## src/rtl/disp_pkg.sv

```systemverilog
/* display timing package
   line and frame geometry, pixel strobe rate and the coordinate type */
`default_nettype none

package disp_pkg;

    typedef logic signed [15:0] coord_t;  // screen or framebuffer coordinate

    localparam int PIX_DIV = 4;  // clocks per pixel

    localparam coord_t H_ACTIVE = 16'sd80;
    localparam coord_t H_FRONT  = 16'sd4;
    localparam coord_t H_SYNC   = 16'sd8;
    localparam coord_t H_BACK   = 16'sd8;
    localparam coord_t H_TOTAL  = H_ACTIVE + H_FRONT + H_SYNC + H_BACK;  // 100 pixels

    localparam coord_t V_ACTIVE = 16'sd60;
    localparam coord_t V_FRONT  = 16'sd2;
    localparam coord_t V_SYNC   = 16'sd2;
    localparam coord_t V_BACK   = 16'sd4;
    localparam coord_t V_TOTAL  = V_ACTIVE + V_FRONT + V_SYNC + V_BACK;  // 68 lines

    localparam coord_t HS_START = H_ACTIVE + H_FRONT;
    localparam coord_t HS_END   = HS_START + H_SYNC;
    localparam coord_t VS_START = V_ACTIVE + V_FRONT;
    localparam coord_t VS_END   = VS_START + V_SYNC;

    localparam logic SYNC_ACTIVE = 1'b0;  // both syncs active low, as 640x480

endpackage

`default_nettype wire

```

## src/rtl/gfx_pkg.sv

```systemverilog
/* graphics package
   colour types, 16-entry palette, framebuffer geometry and the fixed scene */
`default_nettype none

package gfx_pkg;

    import disp_pkg::*;

    typedef logic [3:0]  cidx_t;     // palette index
    typedef logic [3:0]  chan_t;     // one colour channel
    typedef logic [11:0] rgb_t;      // red in [11:8], blue in [3:0]
    typedef logic [12:0] fb_addr_t;  // row-major framebuffer address

    localparam int FB_DEPTH = int'(H_ACTIVE) * int'(V_ACTIVE);  // 4800

    localparam cidx_t BG_CIDX = 4'h0;

    localparam rgb_t PALETTE [16] = '{
        12'h000, 12'h213, 12'h725, 12'h085,  // black, navy, dark purple, dark green
        12'hA53, 12'h555, 12'hCCC, 12'hFFF,
        12'hF04, 12'hFA0, 12'hFE2, 12'h0E3,  // red, orange, yellow, green
        12'h2AF, 12'h87A, 12'hF7A, 12'hFCA
    };

    localparam int SHAPE_CNT = 3;

    // one row per triangle: x0, y0, x1, y1, x2, y2
    localparam coord_t SCENE [SHAPE_CNT][6] = '{
        '{16'sd5,  16'sd3,  16'sd70, 16'sd12, 16'sd40, 16'sd55},
        '{16'sd10, 16'sd50, 16'sd55, 16'sd20, 16'sd42, 16'sd2},
        '{16'sd4,  16'sd8,  16'sd15, 16'sd45, 16'sd25, 16'sd30}
    };

    localparam cidx_t SCENE_CIDX [SHAPE_CNT] = '{
        4'h9,  // orange
        4'hC,  // blue
        4'h2   // dark purple
    };

endpackage

`default_nettype wire

```

## src/rtl/scene_sequencer.sv

```systemverilog
/* scene sequencer
   clears the framebuffer on the first frame start, then draws each scene triangle */
`timescale 1ns/100ps
`default_nettype none

module scene_sequencer import disp_pkg::*, gfx_pkg::*; (
    input  wire logic clk_100m,
    input  wire logic rst,
    input  wire logic frame_start,
    input  wire logic job_done,
    output logic      job_start,
    output logic      job_clear,
    output coord_t    x0,
    output coord_t    y0,
    output coord_t    x1,
    output coord_t    y1,
    output coord_t    x2,
    output coord_t    y2,
    output cidx_t     job_cidx,
    output logic      draw_done
);

    typedef enum logic [2:0] {IDLE, CLEAR, INIT, DRAW, DONE} state_t;

    state_t     state;
    logic [1:0] shape_id;

    always_ff @(posedge clk_100m) begin
        if (rst) begin
            state     <= IDLE;
            shape_id  <= '0;
            job_start <= 1'b0;
            job_clear <= 1'b0;
            draw_done <= 1'b0;
        end else begin
            job_start <= 1'b0;
            case (state)
                IDLE: if (frame_start) begin
                    job_start <= 1'b1;  // clear job
                    job_clear <= 1'b1;
                    state     <= CLEAR;
                end
                CLEAR: if (job_done) state <= INIT;
                INIT: begin
                    job_start <= 1'b1;  // scene entry loaded below
                    job_clear <= 1'b0;
                    state     <= DRAW;
                end
                DRAW: if (job_done) begin
                    if (shape_id == 2'(SHAPE_CNT - 1)) begin
                        draw_done <= 1'b1;
                        state     <= DONE;
                    end else begin
                        shape_id <= shape_id + 2'd1;
                        state    <= INIT;
                    end
                end
                DONE: draw_done <= 1'b1;  // hold until reset
                default: state <= IDLE;
            endcase
        end
    end

    // job registers become valid with job_start
    always_ff @(posedge clk_100m) begin
        if (state == IDLE) begin
            job_cidx <= BG_CIDX;
        end else if (state == INIT) begin
            x0       <= SCENE[shape_id][0];
            y0       <= SCENE[shape_id][1];
            x1       <= SCENE[shape_id][2];
            y1       <= SCENE[shape_id][3];
            x2       <= SCENE[shape_id][4];
            y2       <= SCENE[shape_id][5];
            job_cidx <= SCENE_CIDX[shape_id];
        end
    end

endmodule

`default_nettype wire

```

## config.mk

```make
export PLATFORM = sky130hd
export DESIGN_NAME = scene_sequencer
export DESIGN_NICKNAME = d
export VERILOG_FILES = /design/src/rtl/disp_pkg.sv /design/src/rtl/gfx_pkg.sv /design/src/rtl/scene_sequencer.sv
export SDC_FILE = /design/constraint.sdc
export NUM_CORES = 1
export LEC_CHECK = 0
export BUFFER_PORTS_ARGS = -buffer_cell sky130_fd_sc_hd__buf_2
export CORE_MARGIN = 1.5
export CORE_UTILIZATION = 40
export DETAILED_ROUTE_END_ITERATION = 6
export PLACE_DENSITY = 0.78
export REMOVE_ABC_BUFFERS = 1
export SYNTH_ARGS = -nofsm -noshare
export SYNTH_HDL_FRONTEND = slang
export SYNTH_SLANG_ARGS = --single-unit
```

## constraint.sdc

```tcl
create_clock -name clk_100m -period 1.56 [get_ports clk_100m]
set_input_delay 0.078 -clock clk_100m [delete_from_list [all_inputs] [get_ports clk_100m]]
set_output_delay 0.078 -clock clk_100m [all_outputs]
set_load 0.005 [all_outputs]
```

Word level (Yosys, flattened, before mapping) --
Index checks and enable logic that the tools add are counted.
Word-level totals: register bits 108, logic and storage cells 53
Cells by class: add/sub/neg operators 1, $lt $le $gt $ge 1, eq/ne operators 9, multiplexer cells 18, bitwise operators 4, reduce and logical (&&, ||, !) cells 8
Operator list (count):
- 96-bit binary-select mux with 2-bit select | 1
- 96-bit 2-to-1 mux | 2
- 3-bit case mux with 5 select lines | 1
- 3-bit 2-to-1 mux | 4
- 4-bit binary-select mux with 2-bit select | 1
- 4-bit 2-to-1 mux | 2
- 2-bit inequality test (second input constant) | 4
- 3-bit by 2-bit equality test with 1-bit output (second input constant) | 2
- 1-bit case mux with 2 select lines | 3
- 3-bit AND reduction | 2
- 1-bit 2-to-1 mux | 4
- 2-bit AND reduction | 2
- 4-bit AND reduction | 1
- 2-bit nonzero test | 2
- 3-bit by 1-bit equality test with 1-bit output (second input constant) | 1
- 3-bit equality test (second input constant) | 1
- 3-bit >= comparator (second input constant) | 1
- 3-bit logical NOT | 1
- 1-bit NOT | 3
- 2-bit NOT with 3-bit output | 1
- 2-bit by 1-bit adder with 2-bit output (second input constant) | 1
- 2-bit equality test (second input constant) | 1

Longest topological paths before layout --
depth after elaboration 4, depth in mapped cells 5

Least setup slack after synthesis --
Ideal clock, no wire load.
path type register to register, from register shape_id[0], to register shape_id[0], data arrival time 1.293 ns, slack 0.144 ns, cell stages (with the launch flop) 5, path buffers 0, clock period less this slack 1.416 ns, path through dfxtp_1 > inv_1 > ha_1 > nor4b_4 > mux2_1
Between the ends: cells in the longest elaborated chain, start to end 3, elaborated cells on any way between the ends 4, those cells by class add/sub: 1; eq/ne: 1; bitwise: 1; reduce/logical: 1
Ends and longest elaborated chain:
- from (decl) | RTL line scene_sequencer.sv:26 | logic [1:0] shape_id;
- from (signal assigned) | RTL line scene_sequencer.sv:54 | shape_id <= shape_id + 2'd1;
- 2-bit equality test | RTL line scene_sequencer.sv:50 | if (shape_id == 2'(SHAPE_CNT - 1)) begin
- 1-bit NOT (no line)
- 3-bit AND reduction (no line)
Several ways; a longest one is shown, not always the timed one. A chain may end at the register's enable or synchronous reset.

Worst setup path in the final report --
Same ends and word-level chain as after synthesis.

==> flow_summary.json <==
{
  "status": "completed",
  "areaGrowthSynthToFinish_pct": -10.22,
  "end_kind": "flop",
  "clkTransAtPathRegs_ns": 0.10,
  "clk_latency_ns": 0.29,
  "yosys-top-cells-area": "buf_4 (48%), dfxtp_1 (17%), edfxtp_1 (15%), ha_1 (3.5%), nand2_1 (2.1%)",
  "cts_tree": "built",
  "crit_start": "shape_id[0]",
  "whs_ns": 0.05368,
  "netlist.area_leader.share": 0.4758,
  "setup_viol": 0,
  "dp_cells": 216,
  "synthTopCellsByCount": "buf_4 (90), dfxtp_1 (12), nand2_1 (8), edfxtp_1 (7), nor2_1 (6)",
  "cts_max_path_buffers": 2,
  "yosysUniqueCellTypes": 23,
  "yosys.cell_count.top_type": "buf_4",
  "synth_warnings": 0,
  "synth_top_area_cell": "buf_4",
  "core_area_um2": 3363,
  "cp-start-kind": "flop",
  "p_leak_nw": 0.6706,
  "drtPass1Iterations": 4,
  "dieHeight_um": 62.59,
  "timing.setup.tns_ns": 0,
  "antenna_found_initial": 0,
  "diodes": 0,
  "drt_iter0_markers": 10,
  "fin_nets": 183,
  "wl_um": 1589,
  "synth_edf_count": 7,
  "grt_pass1_vias": 551,
  "peakVddDrop_v": 0.0002252,
  "cts.sinks": 19,
  "synth_cells": 156,
  "cp.required_ns": 1.74,
  "root_buffer": "clkbuf_4",
  "dpl-instance-area_um2": 1247,
  "critPathKind": "flop to flop",
  "seq_area_frac_synth": 0.3172,
  "min_from": "frame_start",
  "rows": 21,
  "final_area_um2": 1275,
  "vias": 772,
  "grt_usage": 0.07683,
  "synth_seq_cells": 19,
  "final_cells": 220,
  "initial_utilization": 0.4222,
  "fin_crit_sh": 0.9373,
  "hp-class": "input port to flop",
  "post_drt_wl_per_cell_um": 7.223,
  "grt_pass1_wl_um": 2359,
  "hold_viol_final": 0,
  "die_width_um": 62.59,
  "overflow": 0,
  "drtAntennaViolNets": 0,
  "netlist_area_um2": 1420,
  "dp_hpwl_um": 1340,
  "holdBufCountCts": 0,
  "fmax_mhz": 683.9,
  "cts_buffers": 3,
  "r2r_start": "shape_id[0]",
  "worst_clock_skew_ns": 0.002071,
  "synth_flop_cell": "dfxtp_1",
  "io_buffer_count": 42,
  "ctsHtreeMaxLevel": 1,
  "p_per_area_nw_per_um2": 720.2,
  "fillers": 354,
  "grt_max_degree": 11,
  "critPathMaxFanout": 4,
  "io_pins": 107,
  "post-cts-setup-buffers": 0,
  "cts_resized": 0,
  "finalCriticalPeriod_ns": 1.462,
  "max-cap-violations": 0,
  "async_reset_ff_frac": 0,
  "die_area_um2": 3917,
  "drc_errors": 0,
  "drive_gt1_frac": 0.2931,
  "syn_avg_cell_area_um2": 9.103,
  "drv_slew": 0,
  "critPathArrivalTime_ns": 1.64,
  "rsz0062_at_grt": "no",
  "gp_congestion": 0.7923,
  "vias_per_cell": 3.509
}
-- sequential cells by signal, summed over array words and instances (netlist names) --
signal and flops:
shape_id 2, y0 2, job_cidx 4, x0 3, draw_done 1, job_clear 1
job_start 1, state 3, x1 2
-- per-stage QoR --
stage	utilization	worst slack, ns	power (W)
final	0.3791	0.09784	0.0009183
after global routing	0.3791	0.01021	0.0009703
after CTS	0.3787	0.03473	0.0009267
after detailed placement	0.3709	0.04884	0.0006909
after global placement	0.3709	0.1080	0.0006893
after floorplan	-	0.1437	0.0006362
-- critical path, cell delays in order, from the launching register on --
cell	delay (ns)
dfxtp_2	0.36
inv_1	0.07
ha_1	0.26
nor4b_4	0.31
mux2_1	0.35
-- final timing paths --
check / to / slack (ns) / cells past startpoint
min reg2reg: job_cidx[3] / 0.44 / 2
max: shape_id[0] / 0.1 / 4
min: state[0] / 0.05 / 2
max reg2reg: shape_id[0] / 0.1 / 4
-- report_power, final --
group | total, W | leakage (nW) | internal, W | switching [W]
Combinational | 0.000129 | 0.496 | 0.0000473 | 0.0000820
Sequential | 0.000551 | 0.160 | 0.000534 | 0.0000164
Clock | 0.000238 | 0.0150 | 0.0000994 | 0.000139
Total | 0.000918 | 0.671 | 0.000681 | 0.000237
-- cells by family after synthesis --
group                      Yosys count  share of synthesized area
buffers and inverters               96                     0.4925
other                                1                   0.002641
muxes                                3                    0.02203
DFF                                 19                     0.3172
AOI/OAI and AO/OA                    5                    0.02467
and+or+nand+nor                     28                     0.1057
adders and majority gates            4                    0.03524
-- placed cells by master, fill, tap and decap left out --
cell type	count
o311a_1	1
dfxtp_1	11
o32a_1	1
clkbuf_4	3
ha_1	4
nor2_1	6
o21ai_0	1
clkbuf_1	1
edfxtp_1	7
dfxtp_2	1
nand2_1	8
conb_1	64
a21oi_1	2
nor3_1	3
buf_2	42
and2_1	1
nand3_1	3
buf_4	1
or2_2	2
mux2i_1	2
nor4b_4	1
nand2_2	1
nand2b_1	3
mux2_1	1
inv_1	4
-- metal layers --
| layer | global-route usage | part of all wire | up-vias |
|---|---|---|---|
| li1 | - | - | 374 |
| met1 | 0.07910 | 0.37 | 329 |
| met2 | 0.1358 | 0.49 | 69 |
| met3 | 0.02703 | 0.14 | 0 |
| met4 | 0.04167 | 0 | 0 |
| met5 | 0 | 0 | - |
-- area by class of cell --
type                            count  area [um^2]  share of cell area
Multi-Input combinational cell    104        506.7              0.3974
Inverter                            4        15.01             0.01178
Clock buffer                        4        26.28             0.02061
Tap cell                           46        57.56             0.04514
Sequential cell                    19        451.7              0.3543
Timing Repair Buffer               43        217.7              0.1708
Note: power is estimated with default switching activity, not from simulation.
