File: src/rtl/disp_pkg.sv
/* display timing package
   line and frame geometry, pixel strobe rate and the coordinate type */
`default_nettype none

package disp_pkg;

    typedef logic signed [15:0] coord_t;  // screen or framebuffer coordinate

    localparam int PIX_DIV = 4;  // clocks per pixel

    localparam coord_t H_ACTIVE = 16'sd80;
    localparam coord_t H_FRONT  = 16'sd4;
    localparam coord_t H_SYNC   = 16'sd8;
    localparam coord_t H_BACK   = 16'sd8;
    localparam coord_t H_TOTAL  = H_ACTIVE + H_FRONT + H_SYNC + H_BACK;  // 100 pixels

    localparam coord_t V_ACTIVE = 16'sd60;
    localparam coord_t V_FRONT  = 16'sd2;
    localparam coord_t V_SYNC   = 16'sd2;
    localparam coord_t V_BACK   = 16'sd4;
    localparam coord_t V_TOTAL  = V_ACTIVE + V_FRONT + V_SYNC + V_BACK;  // 68 lines

    localparam coord_t HS_START = H_ACTIVE + H_FRONT;
    localparam coord_t HS_END   = HS_START + H_SYNC;
    localparam coord_t VS_START = V_ACTIVE + V_FRONT;
    localparam coord_t VS_END   = VS_START + V_SYNC;

    localparam logic SYNC_ACTIVE = 1'b0;  // both syncs active low, as 640x480

endpackage

`default_nettype wire

File: src/rtl/display_timing.sv
/* display timing
   pixel strobe from clk_100m, line and frame counters, syncs, de and frame start */
`timescale 1ns/100ps
`default_nettype none

module display_timing import disp_pkg::*; (
    input  wire logic clk_100m,
    input  wire logic rst,
    output logic      pix_stb,
    output coord_t    sx,
    output coord_t    sy,
    output logic      hsync,
    output logic      vsync,
    output logic      de,
    output logic      frame_start
);

    localparam int DIV_W = $clog2(PIX_DIV);

    logic [DIV_W-1:0] div_cnt;
    coord_t           sx_n;
    coord_t           sy_n;

    always_ff @(posedge clk_100m) begin
        if (rst) begin
            div_cnt <= '0;
            pix_stb <= 1'b0;
        end else begin
            div_cnt <= (div_cnt == DIV_W'(PIX_DIV - 1)) ? '0 : div_cnt + 1'b1;
            pix_stb <= (div_cnt == DIV_W'(PIX_DIV - 1));  // one clock in PIX_DIV
        end
    end

    always_comb begin
        sx_n = sx + 16'sd1;
        sy_n = sy;
        if (sx == H_TOTAL - 16'sd1) begin
            sx_n = '0;
            sy_n = (sy == V_TOTAL - 16'sd1) ? '0 : sy + 16'sd1;
        end
    end

    always_ff @(posedge clk_100m) begin
        if (rst) begin
            sx          <= H_TOTAL - 16'sd1;  // first strobe wraps to 0,0
            sy          <= V_TOTAL - 16'sd1;
            hsync       <= ~SYNC_ACTIVE;
            vsync       <= ~SYNC_ACTIVE;
            de          <= 1'b0;
            frame_start <= 1'b0;
        end else begin
            frame_start <= 1'b0;
            if (pix_stb) begin
                sx    <= sx_n;
                sy    <= sy_n;
                hsync <= (sx_n >= HS_START && sx_n < HS_END) ? SYNC_ACTIVE : ~SYNC_ACTIVE;
                vsync <= (sy_n >= VS_START && sy_n < VS_END) ? SYNC_ACTIVE : ~SYNC_ACTIVE;
                de    <= (sx_n < H_ACTIVE) && (sy_n < V_ACTIVE);
                frame_start <= (sx_n == '0) && (sy_n == '0);
            end
        end
    end

endmodule

`default_nettype wire

File: config.mk
export PLATFORM = sky130hd
export DESIGN_NAME = display_timing
export DESIGN_NICKNAME = d
export VERILOG_FILES = /design/src/rtl/disp_pkg.sv /design/src/rtl/display_timing.sv
export SDC_FILE = /design/constraint.sdc
export NUM_CORES = 1
export LEC_CHECK = 0
export BUFFER_PORTS_ARGS = -buffer_cell sky130_fd_sc_hd__buf_2
export CORE_AREA = 2 2 87 68
export CTS_CLUSTER_SIZE = 40
export DETAILED_ROUTE_END_ITERATION = 6
export DIE_AREA = 0 0 89 70
export MAX_ROUTING_LAYER = met4
export PLACE_DENSITY = 0.71
export REMOVE_ABC_BUFFERS = 1
export SETUP_SLACK_MARGIN = 0.5
export SYNTH_ARGS = -nofsm -noshare
export SYNTH_HDL_FRONTEND = slang
export SYNTH_SLANG_ARGS = --single-unit
File: constraint.sdc
create_clock -name clk_100m -period 5.59 [get_ports clk_100m]
set_clock_uncertainty 0.1 [all_clocks]
set_input_delay 0.2795 -clock clk_100m [delete_from_list [all_inputs] [get_ports clk_100m]]
set_output_delay 0.2795 -clock clk_100m [all_outputs]
set_load 0.03 [all_outputs]
## Yosys cells after proc, flatten, opt, wreduce, memory -nomap -nowiden

Cells that the tools add are included.

- Muxes and demuxes: 5
- Reductions and logical operators: 8
- Bitwise operators: 1
- Add/sub/neg operators: 3
- $lt $le $gt $ge: 6
- Equal/unequal tests: 3

Operator list:

| kind | number |
|---|---|
| $lt 16x8->1 const B | 3 |
| $mux 16 | 3 |
| $eq 16x8->1 const B | 2 |
| $logic_not 16->1 | 2 |
| $add 16x1->16 const B | 1 |
| $add 16x2->16 const B | 1 |
| $ge 16x7->1 const B | 1 |
| $ge 16x8->1 const B | 1 |
| $lt 16x7->1 const B | 1 |
| $logic_and 1x1->1 | 4 |
| $reduce_or 2->1 | 2 |
| $add 2x1->2 const B | 1 |
| $eq 2x2->1 const B | 1 |
| $mux 1 | 2 |
| $not 1->1 | 1 |

- Input port bits: 2
- Word-level logic and storage cells: 34
- Output and inout bits: 37
- Register bits after elaboration: 39

## Logic depth before layout (Yosys ltp)

Gate-level depths: netlist of run 1.

- Word-level depth: 6
- Mapped depth: 10
- Gate-level depth less buffers: 8

## Worst setup path before layout of run 1

No wires, ideal clock.

- Path type: reg-to-reg
- Start: register sx[0]
- End: register vsync
- Library setup time: 121 ps
- Arrival time: 2,530 ps
- Data required time: 5,369 ps
- Clock period less this slack: 2,751 ps
- Slack: 2,839 ps
- Path buffers: 1
- Stages on the path, launching flop included: 10
- Cells stage by stage: dfxtp_1 -> ha_1 -> buf_2 -> and4b_1 -> nand4_4 -> or4_1 -> a211oi_2 -> and4_1 -> and4bb_1 -> o21ai_1

- Cells in the longest elaborated chain, start to end: 5
- Elaborated cells between the ends (all ways): 6
- Those cells by class: order compare (2); eq/ne (1); mux (2); reduce/logical (1)

Ends and longest elaborated chain:

| what | RTL line | text |
|---|---|---|
| from (decl) | display_timing.sv:10 | `output coord_t sx,` |
| from (signal assigned) | display_timing.sv:45 | `sx <= H_TOTAL - 16'sd1;` |
| from (signal assigned) | display_timing.sv:54 | `sx <= sx_n;` |
| $eq 16x8->1 * | display_timing.sv:37 | `if (sx == H_TOTAL - 16'sd1) begin` |
| $mux 16 * | display_timing.sv:37 |  |
| $ge 16x7->1 or $lt 16x8->1 (tied branches) | display_timing.sv:57 | `vsync <= (sy_n >= VS_START && sy_n < VS_END) ? SYNC_ACTIVE : ~SYNC_ACTIVE;` |
| $logic_and 1x1->1 * | display_timing.sv:57 |  |
| $mux 1 * | display_timing.sv:57 |  |
| to (signal assigned) | display_timing.sv:48 | `vsync <= ~SYNC_ACTIVE;` |
| to (signal assigned) | display_timing.sv:57 |  |
| to (decl) | display_timing.sv:13 | `output logic vsync,` |

Mark *: on every way between the ends. The rest lies on a longest branch, timed or not.
A chain may end at the register's enable or synchronous reset.

## Worst setup path in the final report of run 1

Same ends and word-level chain as after synthesis.

==> flow_metrics.tcl, run 1 <==
set metrics [dict create \
    hold_class "reg2reg" \
    cp-end-kind "flop" \
    nFillCells 553 \
    synthArstFlopShare 0 \
    dpl.cell_count 431 \
    clkTransAtPathRegs_ps 90 \
    slew_viol_final 0 \
    hpwlAfterDp_um 4445 \
    synth_area_per_cell_um2 7.597 \
    cpMaxStageDelayCell "or4_1" \
    ioPinCount 39 \
    syn2layout_area_growth_pct 10.32 \
    synth.distinct_cells 58 \
    max-vdd-ir-drop_mv 0.1174 \
    viasPerCell 5.927 \
    cp_max_fo 18 \
    clkPwrFrac 0.431 \
    io_buffers 38 \
    whs_path_depth 1 \
    cts_hold_buf 0 \
    slowest_delay_ps 600 \
    cts_tree "yes" \
    rows 24 \
    worstPathCellList "ha_1 -> and4b_1 -> nand4_4 -> or4_1 -> a211oi_2 -> and4_1 -> and4bb_1 -> o21ai_1" \
    grt_max_degree 36 \
    syn-instance-count 348 \
    grt_antenna_before_repair 0 \
    relSlewSlack 0.5667 \
    start_util 0.4785 \
    critPathLaunchType "flop" \
    grt_pass1_wl_um 11320 \
    hold_viol_final 0 \
    leakage_nw 1.123 \
    crit_arrival_ps 3050 \
    status "finished clean" \
    path_depth 8 \
    min_period_ps 2952 \
    grt-ovfl-total 0 \
    tns_ps 0 \
    synth_seq_cells 39 \
    core_area_um2 5525 \
    numCtsBuffers 5 \
    cap_violations 0 \
    combPwrFrac 0.137 \
    htree_levels 2 \
    clockRootBuffer "clkbuf_8" \
    gp_congestion 0.8801 \
    fin_crit_sh 0.5281 \
    postCtsSetupRepairBufs 0 \
    final_cells 439 \
    synthesis.area_um2 2644 \
    drc 0 \
    diodes 0 \
    max_freq_mhz 338.8 \
    ant_nets 0 \
    drive_gt1_frac 0.1524 \
    yosys-top-cells-area "dfxtp_1 (30%), nor2_1 (6.0%), xor2_1 (5.6%), nand4_1 (4.3%), nand2_1 (4.1%)" \
    routed_wl_um 6616 \
    synth.largest_area_cell "dfxtp_1" \
    clock_latency_ps 300 \
    drt-initial-drc-count 325 \
    rsz0062_at_grt "no" \
    grt_pass1_vias 2312 \
    p_int_mw 0.4905 \
    whs_ps 334.6 \
    sequentialPowerShare 0.432 \
    first_pass_iters 4 \
    crit_required_ps 5690 \
    fin_nets 365 \
    cts_buffer_depth 2 \
    clock-sinks 39 \
    power.density_nw_per_um2 229.8 \
    setup_violations 0 \
    synth_flop_cell "dfxtp_1" \
    cts-resized-gates 0 \
    die_w_um 89 \
    worst_pin_slew_ps 650.0 \
    crit_family "simple AND/OR/NAND/NOR gates" \
    power.net_switching_mw 0.1796 \
    wl_per_cell_um 15.07 \
    synth.top_cell.area_share 0.2953 \
    grtUsageTotal 0.2345 \
    path_class "reg2reg" \
    synth_edf_count 0 \
    r2r_cells 8 \
    yosysSeqAreaShare 0.2953 \
    die-area_um2 6230 \
    worst-path-buf-inv 0 \
    sw_frac_of_total 0.2680 \
    yosys_warnings 0 \
    vias 2602 \
    fp.dieH_um 70 \
]
-- cells in the mapped netlist (all sizes together) (2+ instances only) --
| cell | count |
|---|---|
| nor3 | 14 |
| o21ai | 21 |
| nand4 | 19 |
| ha | 3 |
| clkbuf | 20 |
| inv | 6 |
| and3 | 4 |
| a211oi | 3 |
| a21boi | 2 |
| xor2 | 17 |
| nor4b | 3 |
| nor4 | 10 |
| and2 | 4 |
| nor2 | 42 |
| nand3b | 2 |
| a31oi | 6 |
| nor2b | 3 |
| or4 | 2 |
| xnor2 | 9 |
| a211o | 3 |
| dfxtp | 39 |
| nand3 | 16 |
| nand2 | 29 |
| buf | 14 |
| or3 | 5 |
| and4 | 9 |
| o2111ai | 3 |
| a21oi | 18 |
-- path summary, 6_finish.rpt --
check | slack (ps) | from | endpoint
worst max-delay path | 2640 | sx[0] | vsync
worst min-delay path | 330 | div_cnt[0] | div_cnt[0]
worst max register to register | 2640 | sx[0] | vsync
worst min register to register | 330 | div_cnt[0] | div_cnt[0]
-- metal layers --
metal  up-vias  GRT usage  wire, um
met3        12    0.04019       393
met2        81     0.3176      2856
li1       1287          -         -
met5         -          -         0
met4         0    0.06799        97
met1      1222     0.3554      3268
-- stage by stage --
| stage | utilization | total power, mW | setup slack (ps) | cell area [um^2] |
|---|---|---|---|---|
| 4_1_cts | 0.5279 | 0.6732 | 2665 | 2917 |
| 3_5_place_dp | 0.5032 | 0.3860 | 2665 | 2780 |
| 3_3_place_gp | 0.5032 | 0.3838 | 2809 | 2780 |
| 5_1_grt | 0.5279 | 0.6979 | 2462 | 2917 |
| 6_report | 0.5279 | 0.6702 | 2638 | 2917 |
| 2_1_floorplan | - | 0.3591 | 2750 | 2485 |
-- power by group through the flow --
stage | registers, mW | clock network (mW) | logic, mW
final | 0.290 | 0.289 | 0.0917
after global routing | 0.291 | 0.305 | 0.102
after CTS | 0.290 | 0.293 | 0.0905
after detailed placement | 0.296 | 0 | 0.0898
after global placement | 0.296 | 0 | 0.0881
after floorplan | 0.303 | 0 | 0.0562
-- registers in the layout, indices dropped and copies added (netlist names) --
name and flops:
de 1, div_cnt 2, frame_start 1, hsync 1, pix_stb 1, sx 16, sy 16, vsync 1
-- area by class of cell --
| type | count | area (um^2) | share of cell area |
|---|---|---|---|
| Clock buffer | 5 | 68.82 | 0.02360 |
| Inverter | 6 | 22.52 | 0.007722 |
| Tap cell | 78 | 97.59 | 0.03346 |
| Timing Repair Buffer | 39 | 197.7 | 0.06778 |
| Multi-Input combinational cell | 269 | 1682 | 0.5766 |
| Clock inverter | 3 | 67.56 | 0.02317 |
| Sequential cell | 39 | 780.7 | 0.2677 |
-- cell usage in the layout, fill, tap and decap left out, types with 6 or more instances in the layout --
master / netlist / routed
nor2_1: 42 / 42
dfxtp_1: 39 / 39
buf_2: 12 / 38
nand2_1: 29 / 29
nand4_1: 18 / 18
a21oi_1: 18 / 18
xor2_1: 17 / 17
nand3_1: 16 / 16
o21ai_0: 16 / 16
nor3_1: 12 / 12
and4_1: 9 / 9
xnor2_1: 9 / 9
nor4_1: 8 / 8
inv_1: 6 / 6
a31oi_1: 6 / 6
-- cells by family after synthesis --
logic type,Yosys count,share of synthesized area
AND/OR/NAND/NOR,168,0.3559
AO/OA/AOI/OAI,70,0.1718
buffers and inverters,40,0.06862
flip-flops,39,0.2953
XOR/XNOR,26,0.08613
adder cells (fa/ha/maj),3,0.01420
multiplexers,2,0.008045
-- worst reg2reg max path: stages, from the launching register on --
cell and delay, ps:
dfxtp_1 470, ha_1 410, and4b_1 330, nand4_4 240, or4_1 610, a211oi_2 180, and4_1 250, and4bb_1 210
o21ai_1 50
Note: power is estimated with default switching activity, not from simulation.
==> inputs of run 2 (changes only) <==
==> constraint.sdc (replaced) <==
create_clock -name clk_100m -period 3 [get_ports clk_100m]
set_clock_uncertainty 0.1 [all_clocks]
set_input_delay 0.15 -clock clk_100m [delete_from_list [all_inputs] [get_ports clk_100m]]
set_output_delay 0.15 -clock clk_100m [all_outputs]
set_load 0.03 [all_outputs]
==> run 2 against run 1 <==
Die area did not move; first-iteration DRC count increased by 6.8%; critical path depth unchanged; final cell count up 2.7%; setup slack lost 2100 ps; design area is 4.8% higher; hold slack got worse by 77 ps; maximum frequency up 20%; sequential cell count did not move; sequential share of layout area decreased by 0.62 points; non-clock buffer count grew 12; clock power up 39%; critical endpoint unchanged; largest cell class unchanged.
==> flow_metrics.tcl, run 2 (synthesized netlist as in run 1, its figures left out) <==
set metrics [dict create \
    status "finished clean" \
    ant_nets 0 \
    rows 24 \
    gp_congestion 0.9252 \
    leakage_nw 1.208 \
    min_period_ps 2460 \
    power.net_switching_mw 0.3279 \
    reg.largest.list "sx: 16 flops, sy: 16 flops, div_cnt: 2 flops" \
    clockRootBuffer "clkbuf_8" \
    cp_max_fo 7 \
    cap_violations 0 \
    wl_per_cell_um 15.65 \
    critPathLaunchType "flop" \
    combPwrFrac 0.171 \
    nFillCells 562 \
    hpwlAfterDp_um 4618 \
    cts_buffer_depth 2 \
    cp-end-kind "flop" \
    finalWorstSetupSlack_ps 540.0 \
    r2r-end "vsync" \
    clock_latency_ps 290 \
    grt_antenna_before_repair 0 \
    relSlewSlack 0.5525 \
    die_w_um 89 \
    io_buffers 38 \
    start_util 0.4785 \
    fp.dieH_um 70 \
    final_cell_mix "nor2_1 (42), buf_2 (38), nand2_1 (29)" \
    htree_levels 2 \
    r2r_slack_ps 540 \
    power.density_nw_per_um2 371.8 \
    grtUsageTotal 0.2351 \
    core_area_um2 5525 \
    path_class "reg2reg" \
    fin_crit_sh 0.8200 \
    clkPwrFrac 0.353 \
    first_pass_iters 5 \
    ioPinCount 39 \
    max-vdd-ir-drop_mv 0.2422 \
    worst_pin_slew_ps 671.3 \
    tns_ps 0 \
    crit_arrival_ps 2530 \
    routed_wl_um 7059 \
    grt-ovfl-total 0 \
    slew_viol_final 0 \
    hold_class "in2reg" \
    crit_required_ps 3070 \
    clkTransAtPathRegs_ps 80 \
    cp-endpoint "vsync" \
    diodes 0 \
    drt-initial-drc-count 347 \
    viasPerCell 5.931 \
    regToRegStartpoint "sx[0]" \
    fin_nets 377 \
    dpl.cell_count 437 \
    max_freq_mhz 406.5 \
    cts_tree "yes" \
    hold_start "rst" \
    r2r_cells 8 \
    whs_ps 257.5 \
    grt_pass1_wl_um 11430 \
    drc 0 \
    cts_hold_buf 0 \
    die-area_um2 6230 \
    p_int_mw 0.8090 \
    hold_viol_final 0 \
    sequentialPowerShare 0.476 \
    final_common_cell "nor2_1" \
    final_cells 451 \
    pre_cts_slack_ps 297.6 \
    clock-sinks 39 \
    grt_max_degree 36 \
    syn2layout_area_growth_pct 15.66 \
    rsz0062_at_grt "yes" \
    numCtsBuffers 5 \
    sw_frac_of_total 0.2884 \
    grt_pass1_vias 2278 \
    vias 2675 \
    drive_gt1_frac 0.2332 \
    setup_violations 0 \
    startpoint "sx[0]" \
]
-- run 2: worst min-delay path by stage --
stage | to | slack [ps] | cells past startpoint
after detailed placement | div_cnt[0] | 330 | 1
after CTS | sy[9] | 280 | 2
after global routing | sx[9] | 310 | 2
final | sy[9] | 260 | 2
after floorplan | sx[11] | 120 | 1
after global placement | div_cnt[0] | 320 | 1
-- run 2: cell type report --
| cell class | count | area (um^2) | share of cell area |
|---|---|---|---|
| inverters | 6 | 22.52 | 0.007365 |
| repair buffers | 51 | 287.8 | 0.09411 |
| clock buffers | 8 | 100.1 | 0.03273 |
| flip-flops and latches | 39 | 799.5 | 0.2615 |
| multi-input cells | 269 | 1750 | 0.5724 |
| well taps | 78 | 97.59 | 0.03191 |
-- run 2: power by group through the flow --
stage          logic [mW]  clock network (mW)  registers, mW
2_1_floorplan       0.105                   0          0.564
3_5_place_dp        0.172                   0          0.553
6_report            0.194               0.402          0.541
3_3_place_gp        0.170                   0          0.552
4_1_cts             0.184               0.410          0.541
5_1_grt             0.215               0.430          0.543
-- run 2: metrics by stage --
| stage | cell area (um^2) | power (mW) | utilization |
|---|---|---|---|
| after floorplan | 2485 | 0.6691 | - |
| after global placement | 2825 | 0.7224 | 0.5113 |
| after detailed placement | 2825 | 0.7248 | 0.5113 |
| after CTS | 2980 | 1.135 | 0.5394 |
| after global routing | 3058 | 1.188 | 0.5534 |
| final | 3058 | 1.137 | 0.5534 |
-- run 2: critical path, stage by stage (launching register included) --
cell	delay [ps]
dfxtp_4	380
ha_1	190
and4b_2	280
nand4_4	160
or4_1	510
a21boi_1	170
o2111ai_1	190
and4bb_1	300
o21ai_1	60
-- run 2: layer usage --
| layer | share of wire | up-vias | GRT usage |
|---|---|---|---|
| li1 | - | 1305 | - |
| met1 | 0.49 | 1266 | 0.3681 |
| met2 | 0.44 | 94 | 0.2993 |
| met3 | 0.063 | 10 | 0.04965 |
| met4 | 0.012 | 0 | 0.06633 |
| met5 | 0 | - | - |
-- run 2: timing repair --
action / CTS / global route
setup endpoints to repair: 9 / 11
resized for setup: 11 / 17
buffers inserted: 3 / 3
pin swaps: 1 / 6
